**src/cache_params.svh**
```systemverilog
// cache subsystem widths
// address, data word and per-level index sizes shared by the package and RTL

`ifndef CACHE_PARAMS_SVH
`define CACHE_PARAMS_SVH

// external memory is word addressed
`define CACHE_ADDR_BITS 24

// one word per line at every level
`define CACHE_WORD_BITS 32

// ----------------------------------------------------------------------
// index widths
// ----------------------------------------------------------------------

// 16 lines per L1
`define L1_INDEX_BITS 4

// 64 lines in the shared L2
`define L2_INDEX_BITS 6

`endif
```
**src/cache_pkg.sv**
```systemverilog
// cache subsystem types
// address, word, tag and index vectors plus the L1 and L2 FSM states

`include "cache_params.svh"

package cache_pkg;

	// ----------------------------------------------------------------------
	// address and data
	// ----------------------------------------------------------------------
	typedef logic [`CACHE_ADDR_BITS-1:0] addr_t;
	typedef logic [`CACHE_WORD_BITS-1:0] word_t;

	// L1 address split
	typedef logic [`L1_INDEX_BITS-1:0] l1_index_t;
	typedef logic [`CACHE_ADDR_BITS-`L1_INDEX_BITS-1:0] l1_tag_t;

	// L2 address split
	typedef logic [`L2_INDEX_BITS-1:0] l2_index_t;
	typedef logic [`CACHE_ADDR_BITS-`L2_INDEX_BITS-1:0] l2_tag_t;

	// ----------------------------------------------------------------------
	// state machines
	// ----------------------------------------------------------------------
	typedef enum logic [1:0] {
		L1_IDLE,
		L1_LOOKUP,
		L1_MISS_WAIT,
		L1_RESPOND
	} l1_state_t;

	typedef enum logic [2:0] {
		L2_IDLE,
		L2_LOOKUP,
		L2_WRITE_BACK,
		L2_FETCH,
		L2_RESPOND
	} l2_state_t;

endpackage

```
**src/l2_request_arbiter.sv**
```systemverilog
// fixed-priority arbiter from the two L1 lower ports onto the L2 port
// data side wins a tie, grant is held until the L2 done

`timescale 1ns/1ps

module l2_request_arbiter (
	input  logic             clock_i,
	input  logic             reset_i,

	// instruction L1, read only
	input  logic             inst_req_i,
	input  cache_pkg::addr_t inst_add_i,
	output logic             inst_done_o,
	output cache_pkg::word_t inst_data_o,

	// data L1
	input  logic             data_req_i,
	input  logic             data_rw_i,
	input  cache_pkg::addr_t data_add_i,
	input  cache_pkg::word_t data_data_i,
	output logic             data_done_o,
	output cache_pkg::word_t data_data_o,

	// L2
	output logic             l2_req_o,
	output logic             l2_rw_o,
	output cache_pkg::addr_t l2_add_o,
	output cache_pkg::word_t l2_data_o,
	input  logic             l2_done_i,
	input  cache_pkg::word_t l2_data_i
);

	import cache_pkg::*;

	logic busy_q;
	logic owner_data_q;
	logic sel_data;

	// live choice when idle, stored owner while a transfer is open
	assign sel_data = busy_q ? owner_data_q : data_req_i;

	// forwarding adds no cycle
	assign l2_req_o = sel_data ? data_req_i : inst_req_i;
	assign l2_rw_o = sel_data && data_rw_i;
	assign l2_add_o = sel_data ? data_add_i : inst_add_i;
	assign l2_data_o = sel_data ? data_data_i : '0;

	// ----------------------------------------------------------------------
	// grant tracking
	// ----------------------------------------------------------------------
	always_ff @(posedge clock_i) begin
		if (reset_i) begin
			busy_q <= 1'b0;
			owner_data_q <= 1'b0;
		end else if (busy_q) begin
			if (l2_done_i) begin
				busy_q <= 1'b0;
			end
		end else if (l2_req_o) begin
			busy_q <= 1'b1;
			owner_data_q <= sel_data;
		end
	end

	// done goes back to the owner only
	assign inst_done_o = l2_done_i && !sel_data;
	assign data_done_o = l2_done_i && sel_data;
	assign inst_data_o = l2_data_i;
	assign data_data_o = l2_data_i;

endmodule

```
**config.mk**
```make
export PLATFORM = sky130hd
export DESIGN_NAME = l2_request_arbiter
export DESIGN_NICKNAME = d
export VERILOG_FILES = /design/src/cache_pkg.sv /design/src/l2_request_arbiter.sv
export VERILOG_INCLUDE_DIRS = /design/src /design/src/src
export SDC_FILE = /design/constraint.sdc
export NUM_CORES = 1
export LEC_CHECK = 0
export ABC_AREA = 1
export BUFFER_PORTS_ARGS = -buffer_cell sky130_fd_sc_hd__buf_2
export CAP_MARGIN = 20
export CORE_AREA = 2 2 93 95
export CTS_BUF_LIST = sky130_fd_sc_hd__clkbuf_4 sky130_fd_sc_hd__clkbuf_8 sky130_fd_sc_hd__clkbuf_16
export DETAILED_ROUTE_END_ITERATION = 6
export DIE_AREA = 0 0 95 97
export SYNTH_ARGS = -nofsm -noshare
export SYNTH_HDL_FRONTEND = slang
export SYNTH_SLANG_ARGS = --single-unit
```
**constraint.sdc**
```tcl
create_clock -name clock_i -period 1.7 [get_ports clock_i]
set_clock_uncertainty 0.2 [all_clocks]
set_input_delay 0.17 -clock clock_i [delete_from_list [all_inputs] [get_ports clock_i]]
set_output_delay 0.17 -clock clock_i [all_outputs]
set_load 0.02 [all_outputs]
```
==> qor.csv <==
metric,value,unit
status,"finished, final reports clean",
max_freq,0.607,GHz
ys_ff_latch,2,
ys.flop_type,dfxtp_1,
antenna_found_initial,0,
cts_num_sinks,2,
peakVddDrop,0.167,mV
start_util,0.167,
vias,1553,
dp_hpwl,3600,um
ant_nets,0,
wire_per_inst,11.3,um
critical_path_buf_inv_count,3,
r2r_start,busy_q,
hold_class,primary input to flip-flop,
synth_warnings,0,
hp-start,reset_i,
num_io_pins,242,
htree_levels,1,
synthArstFlopShare,0,
maxSlewViolCount,0,
netlist_area,0.00136,mm^2
dieWidth,95,um
cpLargestDelayFamily,buffers and inverters,
final_cell_area,0.00194,mm^2
regArea,41.3,um^2
slowest_stage,dfxtp_2,
cts_root_buffer,clkbuf_8,
p_leak,0.00128,uW
num_rows,33,
power.density,548,mW/mm^2
placed_area,0.00172,mm^2
cts_tree,yes,
synth_edf_count,0,
cts_buffer_depth,2,
path_cells,inv_2 -> nand2_4 -> nand2_8 -> clkbuf_16 -> nor2_4 -> buf_2,
grt_usage,0.0852,
finalCritPeriodShare,0.969,
startpoint,busy_q,
netlist.area_leader.share,0.365,
gr-total-overflow,0,
crit_cells,6,
die_y,97,um
grt_pass1_wl,6210,um
gp_congestion,0.743,
holdWs,0.00316,ns
dieArea,0.00922,mm^2
drc_errors,0,
avgSynthCellArea,5.78,um^2
finalSetupViolations,0,
rr_worst_depth,5,
hold_viol,0,
relSlewSlack,0.846,
cts-buffers-inserted,3,
yosys.cell_count.top_type,nand2_1,
multi_input_area,642,um^2
routed_wl,4780,um
critPathRequiredTime,1.33,ns
fp.coreArea,0.00813,mm^2
synth.area.top_cells,"buf_4 (36%), nand2_1 (22%), nor2_4 (17%), inv_1 (11%), nor2_1 (4.7%)",
grt_max_degree,36,
start_kind,flip-flop,
arrival,1.28,ns
synth_top_area_cell,buf_4,
synth_commonest_cells,"nand2_1 (78), buf_4 (66), inv_1 (39)",
viasPerCell,3.66,
fin_nets,439,
cap_violations,0,
drtIter0Drc,32,
firstDrtPassIters,4,
synth_cells,235,
crit_fanout,11,
synth_nets,353,
antenna_cells,0,
critPathKind,flip-flop to output pin,
areaGrowthSynthToFinish,42.7,%
hold_depth,4,
worst_pin_slew,0.228,ns
drive_above_1_share,0.571,
yosysSeqAreaShare,0.0295,
postCtsHoldBufs,0,
cpPeakStageDelay,0.35,ns
rsz0062_at_grt,true,
ys_types,13,
clock_latency,0.21,ns
clkTransAtPathRegs,0.03,ns
grt_pass1_vias,1444,
end_kind,output pin,
fin_crit,1.65,ns
n_fill_cell,900,
io_buffer_count,145,
## timing repair
item,in CTS,in global routing
endpoints found under the setup margin,3,31
resized for setup,2,26
setup buffers,0,0
hold endpoints to repair,0,0
pin swaps,0,1
gates cloned,0,4
## through the flow
stage / instances / setup WS, ns / setup TNS [ns] / total power, uW / util
global placement: 417 / 0.244 / 0 / 771 / 0.212
floorplan: 235 / 0.280 / 0 / 731 / -
global route: 424 / -0.0248 / -0.113 / 1150 / 0.238
detailed placement: 417 / 0.201 / 0 / 780 / 0.212
finish: 424 / 0.0531 / 0 / 1060 / 0.238
CTS: 420 / 0.00130 / 0 / 977 / 0.218
## power by group
group	switching (uW)	total [uW]	internal, uW
clock	34.7	184	149
sequential	4.44	56.5	52.0
combinational	477	821	344
total	516	1060	545
## worst min-delay path: cells and delay by family
family                 cells  cell delay [ns]
and+or+nand+nor            1             0.05
buffers and inverters      3             0.15
## cell usage in the layout, fill, tap and decap left out, types with 2 or more instances in the layout
cell and instances:
buf_2 126, nand2_1 77, inv_1 39, nor2_4 20, buf_4 19, nor2_1 17, clkbuf_8 3, clkbuf_16 3
buf_12 3, nand2_4 2, o21ai_0 2, buf_6 2
## layout make-up
type / count / share of cell area
tap: 105 / 0.0678
clock buffer: 3 / 0.0213
inverter: 40 / 0.0775
timing repair buffer: 153 / 0.481
multi-input combinational: 121 / 0.331
sequential: 2 / 0.0213
## flip-flops by register name, indices dropped and copies added (netlist names)
name          flops
owner_data_q      1
busy_q            1
## final timing paths
path / to / slack, ns
max: l2_data_o[14] / 0.05
min: owner_data_q / 0.003
max reg2reg: owner_data_q / 0.71
min reg2reg: owner_data_q / 0.39
## layer usage
metal	part of all wire	up-vias	wire length [um]	track usage
met1	0.34	647	1650	0.0735
met3	0.12	23	559	0.0226
li1	-	769	-	-
met5	0	-	0	0
met2	0.50	114	2370	0.158
met4	0.044	0	209	0.0691
## cells by family after synthesis
kind of cell / synth area share
AO/OA/AOI/OAI: 0.00737
flip-flops: 0.0295
AND/OR/NAND/NOR: 0.446
buffers and inverters: 0.517
No activity file was read; power rests on OpenSTA's default activity.
