File: src/cache_params.svh
// cache subsystem widths
// address, data word and per-level index sizes shared by the package and RTL

`ifndef CACHE_PARAMS_SVH
`define CACHE_PARAMS_SVH

// external memory is word addressed
`define CACHE_ADDR_BITS 24

// one word per line at every level
`define CACHE_WORD_BITS 32

// ----------------------------------------------------------------------
// index widths
// ----------------------------------------------------------------------

// 16 lines per L1
`define L1_INDEX_BITS 4

// 64 lines in the shared L2
`define L2_INDEX_BITS 6

`endif
File: src/cache_pkg.sv
// cache subsystem types
// address, word, tag and index vectors plus the L1 and L2 FSM states

`include "cache_params.svh"

package cache_pkg;

	// ----------------------------------------------------------------------
	// address and data
	// ----------------------------------------------------------------------
	typedef logic [`CACHE_ADDR_BITS-1:0] addr_t;
	typedef logic [`CACHE_WORD_BITS-1:0] word_t;

	// L1 address split
	typedef logic [`L1_INDEX_BITS-1:0] l1_index_t;
	typedef logic [`CACHE_ADDR_BITS-`L1_INDEX_BITS-1:0] l1_tag_t;

	// L2 address split
	typedef logic [`L2_INDEX_BITS-1:0] l2_index_t;
	typedef logic [`CACHE_ADDR_BITS-`L2_INDEX_BITS-1:0] l2_tag_t;

	// ----------------------------------------------------------------------
	// state machines
	// ----------------------------------------------------------------------
	typedef enum logic [1:0] {
		L1_IDLE,
		L1_LOOKUP,
		L1_MISS_WAIT,
		L1_RESPOND
	} l1_state_t;

	typedef enum logic [2:0] {
		L2_IDLE,
		L2_LOOKUP,
		L2_WRITE_BACK,
		L2_FETCH,
		L2_RESPOND
	} l2_state_t;

endpackage

File: src/l2_cache.sv
// direct-mapped write-back, write-allocate L2 cache
// dirty victims go out to memory before the missing word is fetched

`timescale 1ns/1ps
`include "cache_params.svh"

module l2_cache (
	input  logic             clock_i,
	input  logic             reset_i,

	// upper port from the arbiter
	input  logic             req_i,
	input  logic             rw_i,
	input  cache_pkg::addr_t add_i,
	input  cache_pkg::word_t data_i,
	output logic             done_o,
	output cache_pkg::word_t data_o,

	// external memory
	output logic             mem_req_o,
	output logic             mem_rw_o,
	output cache_pkg::addr_t mem_add_o,
	output cache_pkg::word_t mem_data_o,
	input  logic             mem_done_i,
	input  cache_pkg::word_t mem_data_i
);

	import cache_pkg::*;

	localparam int LINES = 1 << `L2_INDEX_BITS;

	l2_state_t state_q;
	logic      mem_req_q;
	logic      valid_q [LINES];
	logic      dirty_q [LINES];
	l2_tag_t   tag_q   [LINES];
	word_t     data_q  [LINES];
	word_t     rdata_q;

	l2_index_t index;
	l2_tag_t   tag;
	logic      hit;
	logic      fill;

	assign index = add_i[`L2_INDEX_BITS-1:0];
	assign tag = add_i[`CACHE_ADDR_BITS-1:`L2_INDEX_BITS];
	assign hit = valid_q[index] && (tag_q[index] == tag);

	// memory read returned for the requested word
	assign fill = (state_q == L2_FETCH) && mem_req_q && mem_done_i;

	// ----------------------------------------------------------------------
	// control
	// ----------------------------------------------------------------------
	always_ff @(posedge clock_i) begin
		if (reset_i) begin
			state_q <= L2_IDLE;
			mem_req_q <= 1'b0;
			for (int i = 0; i < LINES; i++) begin
				valid_q[i] <= 1'b0;
				dirty_q[i] <= 1'b0;
			end
		end else begin
			case (state_q)
				L2_IDLE: begin
					if (req_i) begin
						state_q <= L2_LOOKUP;
					end
				end
				L2_LOOKUP: begin
					if (hit) begin
						state_q <= L2_RESPOND;
						if (rw_i) begin
							dirty_q[index] <= 1'b1;
						end
					end else if (valid_q[index] && dirty_q[index]) begin
						state_q <= L2_WRITE_BACK;
						mem_req_q <= 1'b1;
					end else begin
						state_q <= L2_FETCH;
						mem_req_q <= 1'b1;
					end
				end
				L2_WRITE_BACK: begin
					// drop req for a cycle so the fetch is a new request
					if (mem_done_i) begin
						state_q <= L2_FETCH;
						mem_req_q <= 1'b0;
						dirty_q[index] <= 1'b0;
					end
				end
				L2_FETCH: begin
					if (!mem_req_q) begin
						mem_req_q <= 1'b1;
					end else if (mem_done_i) begin
						state_q <= L2_RESPOND;
						mem_req_q <= 1'b0;
						valid_q[index] <= 1'b1;
						dirty_q[index] <= rw_i;
					end
				end
				L2_RESPOND: begin
					state_q <= L2_IDLE;
				end
				default: begin
					state_q <= L2_IDLE;
				end
			endcase
		end
	end

	// ----------------------------------------------------------------------
	// tag and data arrays
	// ----------------------------------------------------------------------
	always_ff @(posedge clock_i) begin
		if (state_q == L2_LOOKUP && hit) begin
			rdata_q <= data_q[index];
			if (rw_i) begin
				data_q[index] <= data_i;
			end
		end
		if (fill) begin
			rdata_q <= mem_data_i;
			tag_q[index] <= tag;
			// write miss merges the new word over the fetched one
			data_q[index] <= rw_i ? data_i : mem_data_i;
		end
	end

	// outputs
	assign done_o = (state_q == L2_RESPOND);
	assign data_o = rdata_q;

	assign mem_req_o = mem_req_q;
	assign mem_rw_o = (state_q == L2_WRITE_BACK);
	// victim address while writing back, requested address otherwise
	assign mem_add_o = (state_q == L2_WRITE_BACK) ? {tag_q[index], index} : add_i;
	assign mem_data_o = data_q[index];

endmodule

File: config.mk
export PLATFORM = sky130hd
export DESIGN_NAME = l2_cache
export DESIGN_NICKNAME = d
export VERILOG_FILES = /design/src/cache_pkg.sv /design/src/l2_cache.sv
export VERILOG_INCLUDE_DIRS = /design/src /design/src/src
export SDC_FILE = /design/constraint.sdc
export NUM_CORES = 2
export LEC_CHECK = 0
export BUFFER_PORTS_ARGS = -buffer_cell sky130_fd_sc_hd__buf_4
export CORE_MARGIN = 4
export CORE_UTILIZATION = 35
export DETAILED_ROUTE_END_ITERATION = 7
export GPL_ROUTABILITY_DRIVEN = 0
export GPL_TIMING_DRIVEN = 0
export PLACE_DENSITY_LB_ADDON = 0.2
export REMOVE_ABC_BUFFERS = 1
export SLEW_MARGIN = 20
export SYNTH_ARGS = -nofsm -noshare
export SYNTH_HDL_FRONTEND = slang
export SYNTH_SLANG_ARGS = --single-unit
File: constraint.sdc
create_clock -name clock_i -period 8.4 [get_ports clock_i]
set_input_delay 0.84 -clock clock_i [delete_from_list [all_inputs] [get_ports clock_i]]
set_output_delay 0.84 -clock clock_i [all_outputs]
set_load 0.01 [all_outputs]
==> results.py <==
metrics = {
    "yosys": {
        "synth-edff-count": 3296,
        "yosys.area.top_type": "edfxtp_1",
        "syn-cell-area_um2": 129900,
        "syn_inst": 7422,
        "synthArstFlopShare": 0,
        "synth_top_flop_cell": "edfxtp_1",
        "yosysMostFrequentCell": "edfxtp_1",
        "synthTopCellsByArea": "edfxtp_1 76%, mux4_2 3.5%, mux2i_1 2.6%",
        "synth_commonest_cells": "3296 x edfxtp_1, 484 x nor2_1, 438 x a22oi_1",
        "ys_warn_count": 0,
        "synth_top_area_share": 0.7622,
        "netlist-cell-type-count": 74,
        "synth_seq_cells": 3364,
        "ys_seq_area_frac": 0.7727,
        "avgSynthCellArea_um2": 17.50,
    },
    "clocking": {
        "cts_htree_levels": 5,
        "cts.sink_count": 3364,
        "path_clk_slew_ns": 0.06,
        "numCtsBuffers": 366,
        "postCtsHoldBufs": 0,
        "cts_tree": "built",
        "clk_latency_ns": 0.96,
        "cts.path.max_buffers": 4,
        "cts_root_buf": "clkbuf_16",
    },
    "power": {
        "p_total_uw": 36360,
        "peakVddDrop_uv": 165.8,
        "p_per_area_nw_per_um2": 229.1,
        "p_leak_uw": 0.05045,
    },
    "critical_path": {
        "crit_path_end_kind": "flip-flop",
        "startpoint_type": "primary input",
        "path_class": "primary input to flip-flop",
        "rrSetupSlack_ns": 1.77,
        "cp_max_fo": 59,
        "worst_ep_required_time_ns": 9.03,
        "cp.arrival_ns": 8.75,
    },
    "placed_design": {
        "dp_cells": 12610,
        "placed_area_um2": 147200,
        "post-dp-hpwl_mm": 310.0,
        "io_buffers": 183,
    },
    "routing": {
        "drt-pass1-iter-count": 6,
        "drt-vias-per-instance": 5.955,
        "wl_mm": 473.1,
        "antenna_left": 0,
        "routed-via-count": 79180,
        "drt_iter0_markers": 10180,
        "wl_per_cell_um": 35.58,
        "drc": 0,
    },
    "sta": {
        "period_share": 0.9660,
        "final.min_clock_period_ns": 8.114,
        "rsz0062_at_grt": "no",
        "hold_violations": 0,
        "slew_headroom": 0.1858,
        "setup_tns_ns": 0,
        "worst_pin_slew_ns": 1.218,
        "setup_violations": 0,
        "finalClockSkew_ns": 0.07268,
        "drv_slew": 0,
        "max_freq_mhz": 123.2,
    },
    "global_route": {
        "grt_max_degree": 89,
        "track_usage": 0.2407,
        "grt_pass1_wl_mm": 643.0,
        "grt_pass1_vias": 75850,
        "antenna_found_initial": 14,
        "overflow": 0,
    },
    "layout": {
        "drive_gt1_frac": 0.2281,
        "instances_no_fill": 13300,
        "nets": 8135,
        "final_cell_area_um2": 158700,
        "area_growth_pct": 22.18,
        "final_util": 0.4298,
    },
    "die": {
        "dieArea_um2": 380800,
        "core_area_um2": 369100,
        "die_h_um": 617.1,
        "io_pins": 184,
        "die_w_um": 617.1,
        "row_count": 223,
        "start_util": 0.3518,
    },
    "min_path": {
        "hold_path.class": "primary input to flip-flop",
    },
    "outcome": {
        "status": "finished clean",
    },
    "run": {
        "max_cap_viol_count": 0,
    },
}
## worst max-delay path: stages
cell and delay [ns]:
buf_8 0.29, buf_16 0.38, buf_16 0.33, buf_16 0.35
buf_16 0.33, and2_4 0.43, buf_12 0.29, a22oi_1 0.15
and3_1 0.24, or4_1 0.59, nor4b_2 0.67, xnor2_1 0.13
nor4_1 0.19, and4_1 0.75, nand4_1 0.53, buf_6 0.32
buf_6 0.17, buf_6 0.15, a211oi_4 0.70, buf_6 0.29
buf_6 0.21
## flip-flops by register name, indices dropped and copies added (netlist names)
| register | cells |
|---|---|
| tag_q | 1152 |
| valid_q | 64 |
| mem_req_o | 1 |
| data_o | 32 |
| data_q | 2048 |
| dirty_q | 64 |
| state_q | 3 |
## area by class of cell
cell class	instances	area [um2]
fill	32200	210500
sequential	3364	100300
multi-input combinational	3489	28690
timing repair buffer	815	12150
clock buffer	463	9649
tap	4950	6193
clock inverter	192	1548
antenna	18	45.04
inverter	6	42.54
## per-stage QoR
step | hold WS, ns | worst slack [ns]
5_1_grt | 0.1657 | 0.1588
3_3_place_gp | 0.4439 | -71.82
2_1_floorplan | 0.4346 | -8.651
4_1_cts | 0.1080 | 0.07569
3_5_place_dp | 0.4557 | -1.558
6_report | 0.1793 | 0.2860
## where the power goes
group          internal [uW]  switching, uW  total, uW  leakage (uW)
Clock                   8750           6630      15400       0.00548
Combinational            783           1650       2430        0.0148
Sequential             18500           25.8      18500        0.0302
## layer usage
metal	up-vias	global-route usage	wire length, um
met5	-	0	10
met2	4244	0.3795	218100
met3	833	0.04191	40040
li1	31730	-	-
met1	42370	0.3317	192900
met4	2	0.09612	22040
## worst paths after layout
path	from	endpoint	cells past startpoint
setup / recovery	add_i[0]	data_q[0][0]	21
hold / removal	mem_data_i[14]	data_o[14]	3
setup reg to reg	tag_q[1][3]	data_q[0][0]	15
hold reg to reg	valid_q[36]	valid_q[36]	2
## kinds of logic after synthesis
kind of cell           Yosys count  synth area share
AO/OA/AOI/OAI                 1744           0.09570
XOR/XNOR                        19          0.001282
buffers and inverters          571           0.01868
flip-flops                    3364            0.7727
multiplexers                   725           0.07697
AND/OR/NAND/NOR                999           0.03469
## cells in the final DEF (no fill, tap or decap), drive strengths merged, types with 10 or more instances in the layout
cell type / count
nand3b: 18
a222oi: 10
a21boi: 39
a21oi: 391
a221o: 31
a211oi: 37
nor4: 21
dfxtp: 68
clkinv: 151
nor2: 484
nand2b: 15
a31oi: 76
o22ai: 93
clkbuf: 464
o22a: 15
a221oi: 328
a22oi: 438
mux2i: 337
and3b: 11
nand2: 194
edfxtp: 3296
nand3: 79
buf: 813
diode: 18
a22o: 101
nor3: 73
nand4: 43
mux2: 188
inv: 22
xnor2: 10
o21ai: 98
o221ai: 18
mux4: 200
o211ai: 16
bufinv: 21
## timing repair
| action | 4_1_cts | 5_1_grt |
|---|---|---|
| gates resized for setup | 0 | 4 |
| pin swaps | 3 | 1 |
| cloned | 3 | 1 |
| endpoints found under the setup margin | 846 | 295 |
| setup buffers | 3 | 3 |
Power figures use the tool's default switching activity.
