[config.mk]
export PLATFORM = sky130hd
export DESIGN_NAME = l1_cache
export DESIGN_NICKNAME = d
export VERILOG_FILES = /design/src/cache_pkg.sv /design/src/l1_cache.sv
export VERILOG_INCLUDE_DIRS = /design/src /design/src/src
export SDC_FILE = /design/constraint.sdc
export NUM_CORES = 1
export LEC_CHECK = 0
export ABC_AREA = 1
export ABC_CLOCK_PERIOD_IN_PS = 6400
export BUFFER_PORTS_ARGS = -buffer_cell sky130_fd_sc_hd__buf_2
export CORE_MARGIN = 5
export CORE_UTILIZATION = 40
export DETAILED_ROUTE_END_ITERATION = 12
export GPL_ROUTABILITY_DRIVEN = 0
export GPL_TIMING_DRIVEN = 0
export MAX_ROUTING_LAYER = met4
export PLACE_DENSITY = 0.62
export SETUP_SLACK_MARGIN = 0.5
export SKIP_CTS_REPAIR_TIMING = 1
export SLEW_MARGIN = 20
export SYNTH_ARGS = -nofsm -noshare
export SYNTH_HDL_FRONTEND = slang
export SYNTH_SLANG_ARGS = --single-unit
[constraint.sdc]
create_clock -name clock_i -period 6.4 [get_ports clock_i]
set_input_delay 1.6 -clock clock_i [delete_from_list [all_inputs] [get_ports clock_i]]
set_output_delay 1.6 -clock clock_i [all_outputs]
set_load 0.03 [all_outputs]
[src/cache_params.svh]
// cache subsystem widths
// address, data word and per-level index sizes shared by the package and RTL

`ifndef CACHE_PARAMS_SVH
`define CACHE_PARAMS_SVH

// external memory is word addressed
`define CACHE_ADDR_BITS 24

// one word per line at every level
`define CACHE_WORD_BITS 32

// ----------------------------------------------------------------------
// index widths
// ----------------------------------------------------------------------

// 16 lines per L1
`define L1_INDEX_BITS 4

// 64 lines in the shared L2
`define L2_INDEX_BITS 6

`endif
[src/cache_pkg.sv]
// cache subsystem types
// address, word, tag and index vectors plus the L1 and L2 FSM states

`include "cache_params.svh"

package cache_pkg;

	// ----------------------------------------------------------------------
	// address and data
	// ----------------------------------------------------------------------
	typedef logic [`CACHE_ADDR_BITS-1:0] addr_t;
	typedef logic [`CACHE_WORD_BITS-1:0] word_t;

	// L1 address split
	typedef logic [`L1_INDEX_BITS-1:0] l1_index_t;
	typedef logic [`CACHE_ADDR_BITS-`L1_INDEX_BITS-1:0] l1_tag_t;

	// L2 address split
	typedef logic [`L2_INDEX_BITS-1:0] l2_index_t;
	typedef logic [`CACHE_ADDR_BITS-`L2_INDEX_BITS-1:0] l2_tag_t;

	// ----------------------------------------------------------------------
	// state machines
	// ----------------------------------------------------------------------
	typedef enum logic [1:0] {
		L1_IDLE,
		L1_LOOKUP,
		L1_MISS_WAIT,
		L1_RESPOND
	} l1_state_t;

	typedef enum logic [2:0] {
		L2_IDLE,
		L2_LOOKUP,
		L2_WRITE_BACK,
		L2_FETCH,
		L2_RESPOND
	} l2_state_t;

endpackage

[src/l1_cache.sv]
// direct-mapped L1 cache with one-word lines
// read misses fill from L2, writes go through to L2 without allocation

`timescale 1ns/1ps
`include "cache_params.svh"

module l1_cache #(
	parameter bit WRITABLE = 1'b1
) (
	input  logic             clock_i,
	input  logic             reset_i,

	// core side
	input  logic             core_req_i,
	input  logic             core_rw_i,
	input  cache_pkg::addr_t core_add_i,
	input  cache_pkg::word_t core_data_i,
	output logic             core_done_o,
	output cache_pkg::word_t core_data_o,

	// L2 side
	output logic             l2_req_o,
	output logic             l2_rw_o,
	output cache_pkg::addr_t l2_add_o,
	output cache_pkg::word_t l2_data_o,
	input  logic             l2_done_i,
	input  cache_pkg::word_t l2_data_i
);

	import cache_pkg::*;

	localparam int LINES = 1 << `L1_INDEX_BITS;

	l1_state_t state_q;
	logic      valid_q [LINES];
	l1_tag_t   tag_q   [LINES];
	word_t     data_q  [LINES];
	word_t     rdata_q;

	l1_index_t index;
	l1_tag_t   tag;
	logic      hit;
	logic      is_write;

	// address split, request is held steady until done
	assign index = core_add_i[`L1_INDEX_BITS-1:0];
	assign tag = core_add_i[`CACHE_ADDR_BITS-1:`L1_INDEX_BITS];
	assign hit = valid_q[index] && (tag_q[index] == tag);

	// instruction side never writes
	assign is_write = WRITABLE && core_rw_i;

	// ----------------------------------------------------------------------
	// control
	// ----------------------------------------------------------------------
	always_ff @(posedge clock_i) begin
		if (reset_i) begin
			state_q <= L1_IDLE;
			for (int i = 0; i < LINES; i++) begin
				valid_q[i] <= 1'b0;
			end
		end else begin
			case (state_q)
				L1_IDLE: begin
					if (core_req_i) begin
						state_q <= L1_LOOKUP;
					end
				end
				L1_LOOKUP: begin
					// writes always go down, read hits answer locally
					if (hit && !is_write) begin
						state_q <= L1_RESPOND;
					end else begin
						state_q <= L1_MISS_WAIT;
					end
				end
				L1_MISS_WAIT: begin
					if (l2_done_i) begin
						state_q <= L1_RESPOND;
						if (!is_write) begin
							valid_q[index] <= 1'b1;
						end
					end
				end
				L1_RESPOND: begin
					state_q <= L1_IDLE;
				end
				default: begin
					state_q <= L1_IDLE;
				end
			endcase
		end
	end

	// ----------------------------------------------------------------------
	// tag and data arrays
	// ----------------------------------------------------------------------
	always_ff @(posedge clock_i) begin
		if (state_q == L1_LOOKUP && hit) begin
			rdata_q <= data_q[index];
		end
		if (state_q == L1_MISS_WAIT && l2_done_i) begin
			rdata_q <= l2_data_i;
			if (!is_write) begin
				// read miss fill
				tag_q[index] <= tag;
				data_q[index] <= l2_data_i;
			end else if (hit) begin
				// write hit keeps the line coherent with L2
				data_q[index] <= core_data_i;
			end
		end
	end

	// outputs
	assign core_done_o = (state_q == L1_RESPOND);
	assign core_data_o = rdata_q;

	assign l2_req_o = (state_q == L1_MISS_WAIT);
	assign l2_rw_o = is_write;
	assign l2_add_o = core_add_i;
	assign l2_data_o = core_data_i;

endmodule

==> impl_metrics.csv, run 1 <==
group,metric,value,unit
synthesis,yosys.area_share.simple,0.1113,
flow_run,cap_violations,0,
synthesis,seq_area_frac_synth,0.7552,
detailed_routing,routedWlPerCell,24.06,um
sta,fin_crit,5.836,ns
synthesis,synth.avg_cell_area,13.06,sq um
finish,fill_cells,7441,
sta,finalSetupViolCount,0,
sta,relSlewSlack,0.1987,
critical_path,start_kind,"input port",
cts,clock_latency,0.66,ns
finish,nNetsFinal,3093,
min_path,hp-start,"valid_q[7]",
detailed_routing,drc,0,
global_routing,grt_pass1_wl,147300,um
synthesis,synth_nets,2765,
critical_path,max_stage_delay,0.72,ns
global_routing,grt_pass1_vias,22120,
sta,fmax,171.4,MHz
floorplan,die_h,305.1,um
detailed_routing,via_count,23040,
power,p_per_area,306.6,nW/um^2
detailed_routing,drt-vias-per-instance,5.446,
detailed_routing,totalWireLength,101800,um
finish,final_util,0.4834,
sta,period_share,0.9119,
critical_path,r2r-start,"state_q[0]",
synthesis,synth_compound_area_frac,0.09451,
global_routing,gr-usage-all-layers,0.2181,
critical_path,cp-end-kind,"register",
synthesis,synth_top_area_cell,"edfxtp_1",
power,totalPowerFinal,12.84,mW
detailed_routing,ant_nets,0,
global_routing,grt_overflow,0,
critical_path,path_cells,"buf_2 > nand2_1 > inv_1 > clkbuf_1 > buf_2 > nand2_1 > nand2_1 > nor2_1 > nand2_1 > nand3_1 > nor2_2 > nand3b_4 > buf_2 > a21oi_4 > buf_16 > buf_16",
synthesis,yosysUniqueCellTypes,27,
place,hpwl,65520,um
finish,area_growth,20.20,%
finish,ff_latch_area,26310,sq um
cts,cts_tree,"yes",
critical_path,cp_slowest_cell,"a21oi_4",
sta,maxSlewViolCount,0,
sta,worstMarginPinSlew,1.202,ns
global_routing,antenna_found_initial,3,
floorplan,rows,108,
outcome,status,"completed",
floorplan,core_area,86620,sq um
cts,cts.sinks,882,
sta,fin_tns_setup,0,ns
synthesis,synth_adder_area_share,0.001437,
detailed_routing,dr.first_iter.drc_count,2469,
synthesis,synthTopCellsByArea,"edfxtp_1, nand2_1, a22oi_1",
sta,clock_skew,0.04833,ns
floorplan,die_area,93080,sq um
synthesis,synth_top_area_frac,0.7449,
min_path,hold_class,"reg -> reg",
sta,rsz0062_at_grt,"false",
floorplan,dieWidth,305.1,um
power,ir_worst_vdd,0.2215,mV
global_routing,grt_max_degree,33,
place,place_ws,0.03058,ns
finish,layout-drive-gt1-share,0.1680,
floorplan,start_util,0.4021,
critical_path,crit_required,6.76,ns
cts,max-clock-path-buffers,3,
sta,finalHoldViolations,0,
cts,clockRootBuffer,"clkbuf_16",
synthesis,synth_top_family_by_area,"simple AND/OR/NAND/NOR gates",
power,p_leak,15.00,nW
synthesis,synth_warnings,0,
finish,multi_input_area,7555,sq um
critical_path,worstPathArrival,6.20,ns
synthesis,syn_inst,2668,
cts,htree_levels,3,
critical_path,crit_start,"core_add_i[3]",
synthesis,synthMuxAreaShare,0,
sta,worst_slack,0.5641,ns
critical_path,crit_fanout,13,
synthesis,synth_area,34830,sq um
cts,cts_buffers,91,
detailed_routing,dr.pass1.iters,6,
synthesis,synth_xor_area_frac,0,
place,io_buffer_count,181,
floorplan,io_pins,184,
critical_path,path_common_cell,"nand2_1",
sta,hold_ws,0.4840,ns
synthesis,synth_seq_cells,882,
cts,clk_pin_slew,0.06,ns
critical_path,crit_type,"in -> reg",
==> sequential cells by signal (all words and copies together) (netlist names) <==
signal,flops
valid_q,16
state_q,2
core_data_o,32
tag_q,320
data_q,512
==> path summary, 6_finish.rpt <==
| kind | to | slack (ns) | cells past startpoint |
|---|---|---|---|
| worst max-delay path | data_q[2][15] | 0.56 | 16 |
| worst max register to register | tag_q[2][5] | 2.58 | 9 |
| worst min-delay path | valid_q[7] | 0.48 | 2 |
| worst min register to register | valid_q[7] | 0.48 | 2 |
==> cell type report <==
type | instances | area share
Clock inverter | 49 | 0.01491
Antenna cell | 4 | 0.0002391
Clock buffer | 120 | 0.05774
Tap cell | 1155 | 0.03452
Sequential cell | 882 | 0.6283
Multi-Input combinational cell | 1511 | 0.1804
Inverter | 72 | 0.006455
Buffer | 203 | 0.02492
Timing Repair Buffer | 235 | 0.05248
==> kinds of logic (layout without fill, tap and decap cells) <==
kind of cell	count (synthesis)	after routing
and+or+nand+nor	994	994
AOI/OAI and AO/OA	513	513
buffers and inverters	275	679
adders and majority gates	4	4
DFF	882	882
other	0	4
==> per-stage QoR <==
stage | instance area (sq um) | std cells
floorplan | 34830 | 2668
global placement | 37180 | 4004
detailed placement | 38790 | 4058
CTS | 41830 | 4227
global route | 41860 | 4229
finish | 41870 | 4231
==> synthesized netlist by cell type <==
master,count
inv_1,68
o21bai_1,4
nand4_1,14
a22oi_1,264
nor3_1,1
nor2_1,76
nand3_1,19
edfxtp_1,864
o22ai_1,13
nand3b_4,1
buf_4,59
dfxtp_1,18
a21oi_1,150
clkinv_1,1
nor2_4,1
nor4_1,18
buf_2,44
nor2_2,4
buf_1,14
or2_2,2
nand2_1,858
o21ai_1,28
clkbuf_1,86
a211oi_1,15
inv_2,3
ha_1,4
o21ai_0,39
==> placed cells by master (no fill, tap or decap), types with 6 or more instances in the layout <==
master,n
a211oi_1,15
a21oi_1,134
a21oi_4,16
a22oi_1,264
buf_1,13
buf_16,42
buf_2,225
buf_4,65
buf_8,6
bufinv_16,11
clkbuf_1,110
clkbuf_16,92
clkinv_1,21
clkinv_2,10
dfxtp_1,18
edfxtp_1,864
inv_1,68
nand2_1,857
nand3_1,19
nand4_1,14
nor2_1,60
nor2_4,17
nor4_1,18
o21ai_0,31
o21ai_1,28
o21ai_2,8
o22ai_1,13
==> report_power, final <==
group / leakage [nW] / total [mW] / internal, mW / switching (mW)
Clock: 1.46 / 5.36 / 3.13 / 2.23
Combinational: 5.62 / 1.04 / 0.269 / 0.769
Sequential: 7.92 / 6.44 / 6.42 / 0.0172
==> per-layer routing <==
layer	part of all wire	up-vias	wire length, um	GRT usage
li1	-	10290	-	-
met1	0.41	11410	41660	0.2917
met2	0.47	1139	47820	0.3389
met3	0.090	202	9159	0.04451
met4	0.031	0	3148	0.06979
met5	0	-	0	-
==> critical path, delay by kind of cell <==
kind | cells | cell delay, ns
buf+inv | 7 | 2.41
simple gates | 8 | 1.42
compound gates | 1 | 0.72
(Power assumes the default switching activity.)
==> inputs of run 2 (changes only) <==
ABC_CLOCK_PERIOD_IN_PS = 4750   (was 6400)
PLACE_DENSITY = 0.64   (was 0.62)
SLEW_MARGIN = 10   (was 20)
clock period = 4.75 ns   (was 6.4 ns; I/O delays follow)
==> impl_metrics.csv, run 2 (synthesized netlist as in run 1, its figures left out) <==
group,metric,value,unit
outcome,status,"completed",
finish,final_common_cell,"edfxtp_1",
floorplan,core_area,86620,sq um
detailed_routing,drc,0,
power,p_leak,15.01,nW
sta,fmax,235.7,MHz
power,ir_worst_vdd,0.2794,mV
critical_path,crit_type,"in -> reg",
floorplan,dieWidth,305.1,um
cts,clk_pin_slew,0.06,ns
finish,mostFrequentLayoutCells,"edfxtp_1, nand2_1, a22oi_1",
place,hpwl,64680,um
finish,largest_register,"data_q",
critical_path,critPathCapture,"tag_q[12][12]",
flow_run,cap_violations,0,
detailed_routing,drt-vias-per-instance,5.503,
sta,fin_crit,4.243,ns
finish,largest_register_ffs,512,
floorplan,die_area,93080,sq um
global_routing,antenna_found_initial,4,
finish,nNetsFinal,3111,
place,io_buffer_count,181,
sta,rsz0062_at_grt,"true",
finish,fill_cells,7443,
finish,final_util,0.4836,
detailed_routing,totalWireLength,101400,um
critical_path,start_kind,"input port",
critical_path,rr_worst_depth,8,
cts,cts.sinks,882,
critical_path,cp_slowest_cell,"nor2_4",
critical_path,cp-end-kind,"register",
critical_path,crit_required,5.00,ns
sta,finalSetupViolCount,0,
cts,htree_levels,3,
critical_path,max_stage_delay,0.79,ns
detailed_routing,routedWlPerCell,23.92,um
power,p_per_area,400.9,nW/um^2
critical_path,worstReg2RegEnd,"tag_q[12][12]",
sta,clock_skew,0.04517,ns
detailed_routing,ant_nets,0,
floorplan,io_pins,184,
min_path,hp-start,"valid_q[0]",
cts,cts_buffers,89,
detailed_routing,dr.first_iter.drc_count,2845,
critical_path,regToRegSetupSlack,0.72,ns
sta,finalHoldViolations,0,
critical_path,crit_fanout,20,
global_routing,grt_overflow,0,
detailed_routing,via_count,23330,
finish,layout-drive-gt1-share,0.1831,
sta,relSlewSlack,0.1662,
cts,clockRootBuffer,"clkbuf_16",
sta,maxSlewViolCount,0,
global_routing,gr-usage-all-layers,0.2166,
critical_path,r2r-start,"state_q[0]",
finish,stdcell_count,4239,
critical_path,critPathBufInv,5,
floorplan,die_h,305.1,um
cts,clock_latency,0.66,ns
critical_path,path_depth,8,
global_routing,grt_max_degree,26,
floorplan,start_util,0.4021,
min_path,hold_class,"reg -> reg",
critical_path,crit_start,"core_add_i[0]",
place,placed_cells,4047,
cts,max-clock-path-buffers,3,
cts,cts_tree,"yes",
detailed_routing,dr.pass1.iters,5,
critical_path,worstPathArrival,4.49,ns
sta,worstMarginPinSlew,1.251,ns
critical_path,path_cells,"buf_2 > buf_2 > nor2_2 > clkbuf_2 > clkbuf_1 > clkbuf_1 > nand2_1 > nor2_4",
floorplan,rows,108,
sta,period_share,0.8932,
global_routing,grt_pass1_wl,146700,um
critical_path,critPathTopFamily,"buffers and inverters",
global_routing,grt_pass1_vias,22350,
finish,area_growth,20.26,%
==> run 2: cell count changes in the layout (fill, tap and decap cells not counted), moves of 5 or more <==
cell / delta
buf_16: -18
o21ai_4: +13
buf_12: +27
clkbuf_1: -15
bufinv_16: -7
buf_4: +17
o21ai_2: +8
clkinv_2: +5
o21ai_1: -21
clkbuf_2: +5
buf_8: -5
==> run 2: through the flow <==
stage	instance area, sq um	TNS [ns]	total power, mW	worst slack, ns	hold slack (ns)
floorplan	34830	-50.30	9.616	-0.09836	0.4348
global placement	37180	-2662.94	10.17	-3.520	0.4487
detailed placement	38460	-800.64	10.24	-1.201	0.4590
CTS	41230	-131.91	16.80	-0.5314	0.4736
global route	41880	0	17.31	0.4499	0.5204
finish	41890	0	16.79	0.5073	0.4762
==> run 2: worst reg2reg max path: stages, from the launching register on <==
cell	delay (ns)
dfxtp_1	0.35
inv_1	0.16
ha_1	0.36
nand2_1	0.35
nor2_1	0.29
inv_1	0.22
clkbuf_1	0.52
clkbuf_2	0.53
nor2_4	0.85
==> run 2: final cells by class <==
type / instances / area, sq um / share of cell area
repair buffers: 255 / 2287 / 0.05460
clock buffers: 106 / 2291 / 0.05469
clock inverters: 52 / 480.5 / 0.01147
inverters: 72 / 274.0 / 0.006542
flip-flops and latches: 882 / 26310 / 0.6280
multi-input cells: 1511 / 7741 / 0.1848
diodes: 3 / 7.507 / 0.0001792
well taps: 1155 / 1445 / 0.03450
plain buffers: 203 / 1056 / 0.02521
==> run 2: worst min-delay path by stage <==
stage	endpoint	cells past startpoint	slack, ns
finish	valid_q[0]	2	0.48
global route	valid_q[13]	2	0.52
CTS	valid_q[8]	2	0.47
detailed placement	valid_q[8]	2	0.46
global placement	valid_q[8]	2	0.45
floorplan	valid_q[4]	2	0.43
==> run 2: metal layers <==
metal / GRT usage / vias up / wire [um] / part of all wire
li1: - / 10330 / - / -
met1: 0.2908 / 11440 / 39810 / 0.39
met2: 0.3303 / 1322 / 47240 / 0.47
met3: 0.04264 / 244 / 10440 / 0.10
met4: 0.08220 / 0 / 3919 / 0.039
met5: - / - / 0 / 0
==> run 2: power by group <==
group | switching [mW] | internal (mW)
Clock | 2.98 | 3.69
Sequential | 0.0266 | 8.65
Combinational | 1.05 | 0.387
Total | 4.06 | 12.7
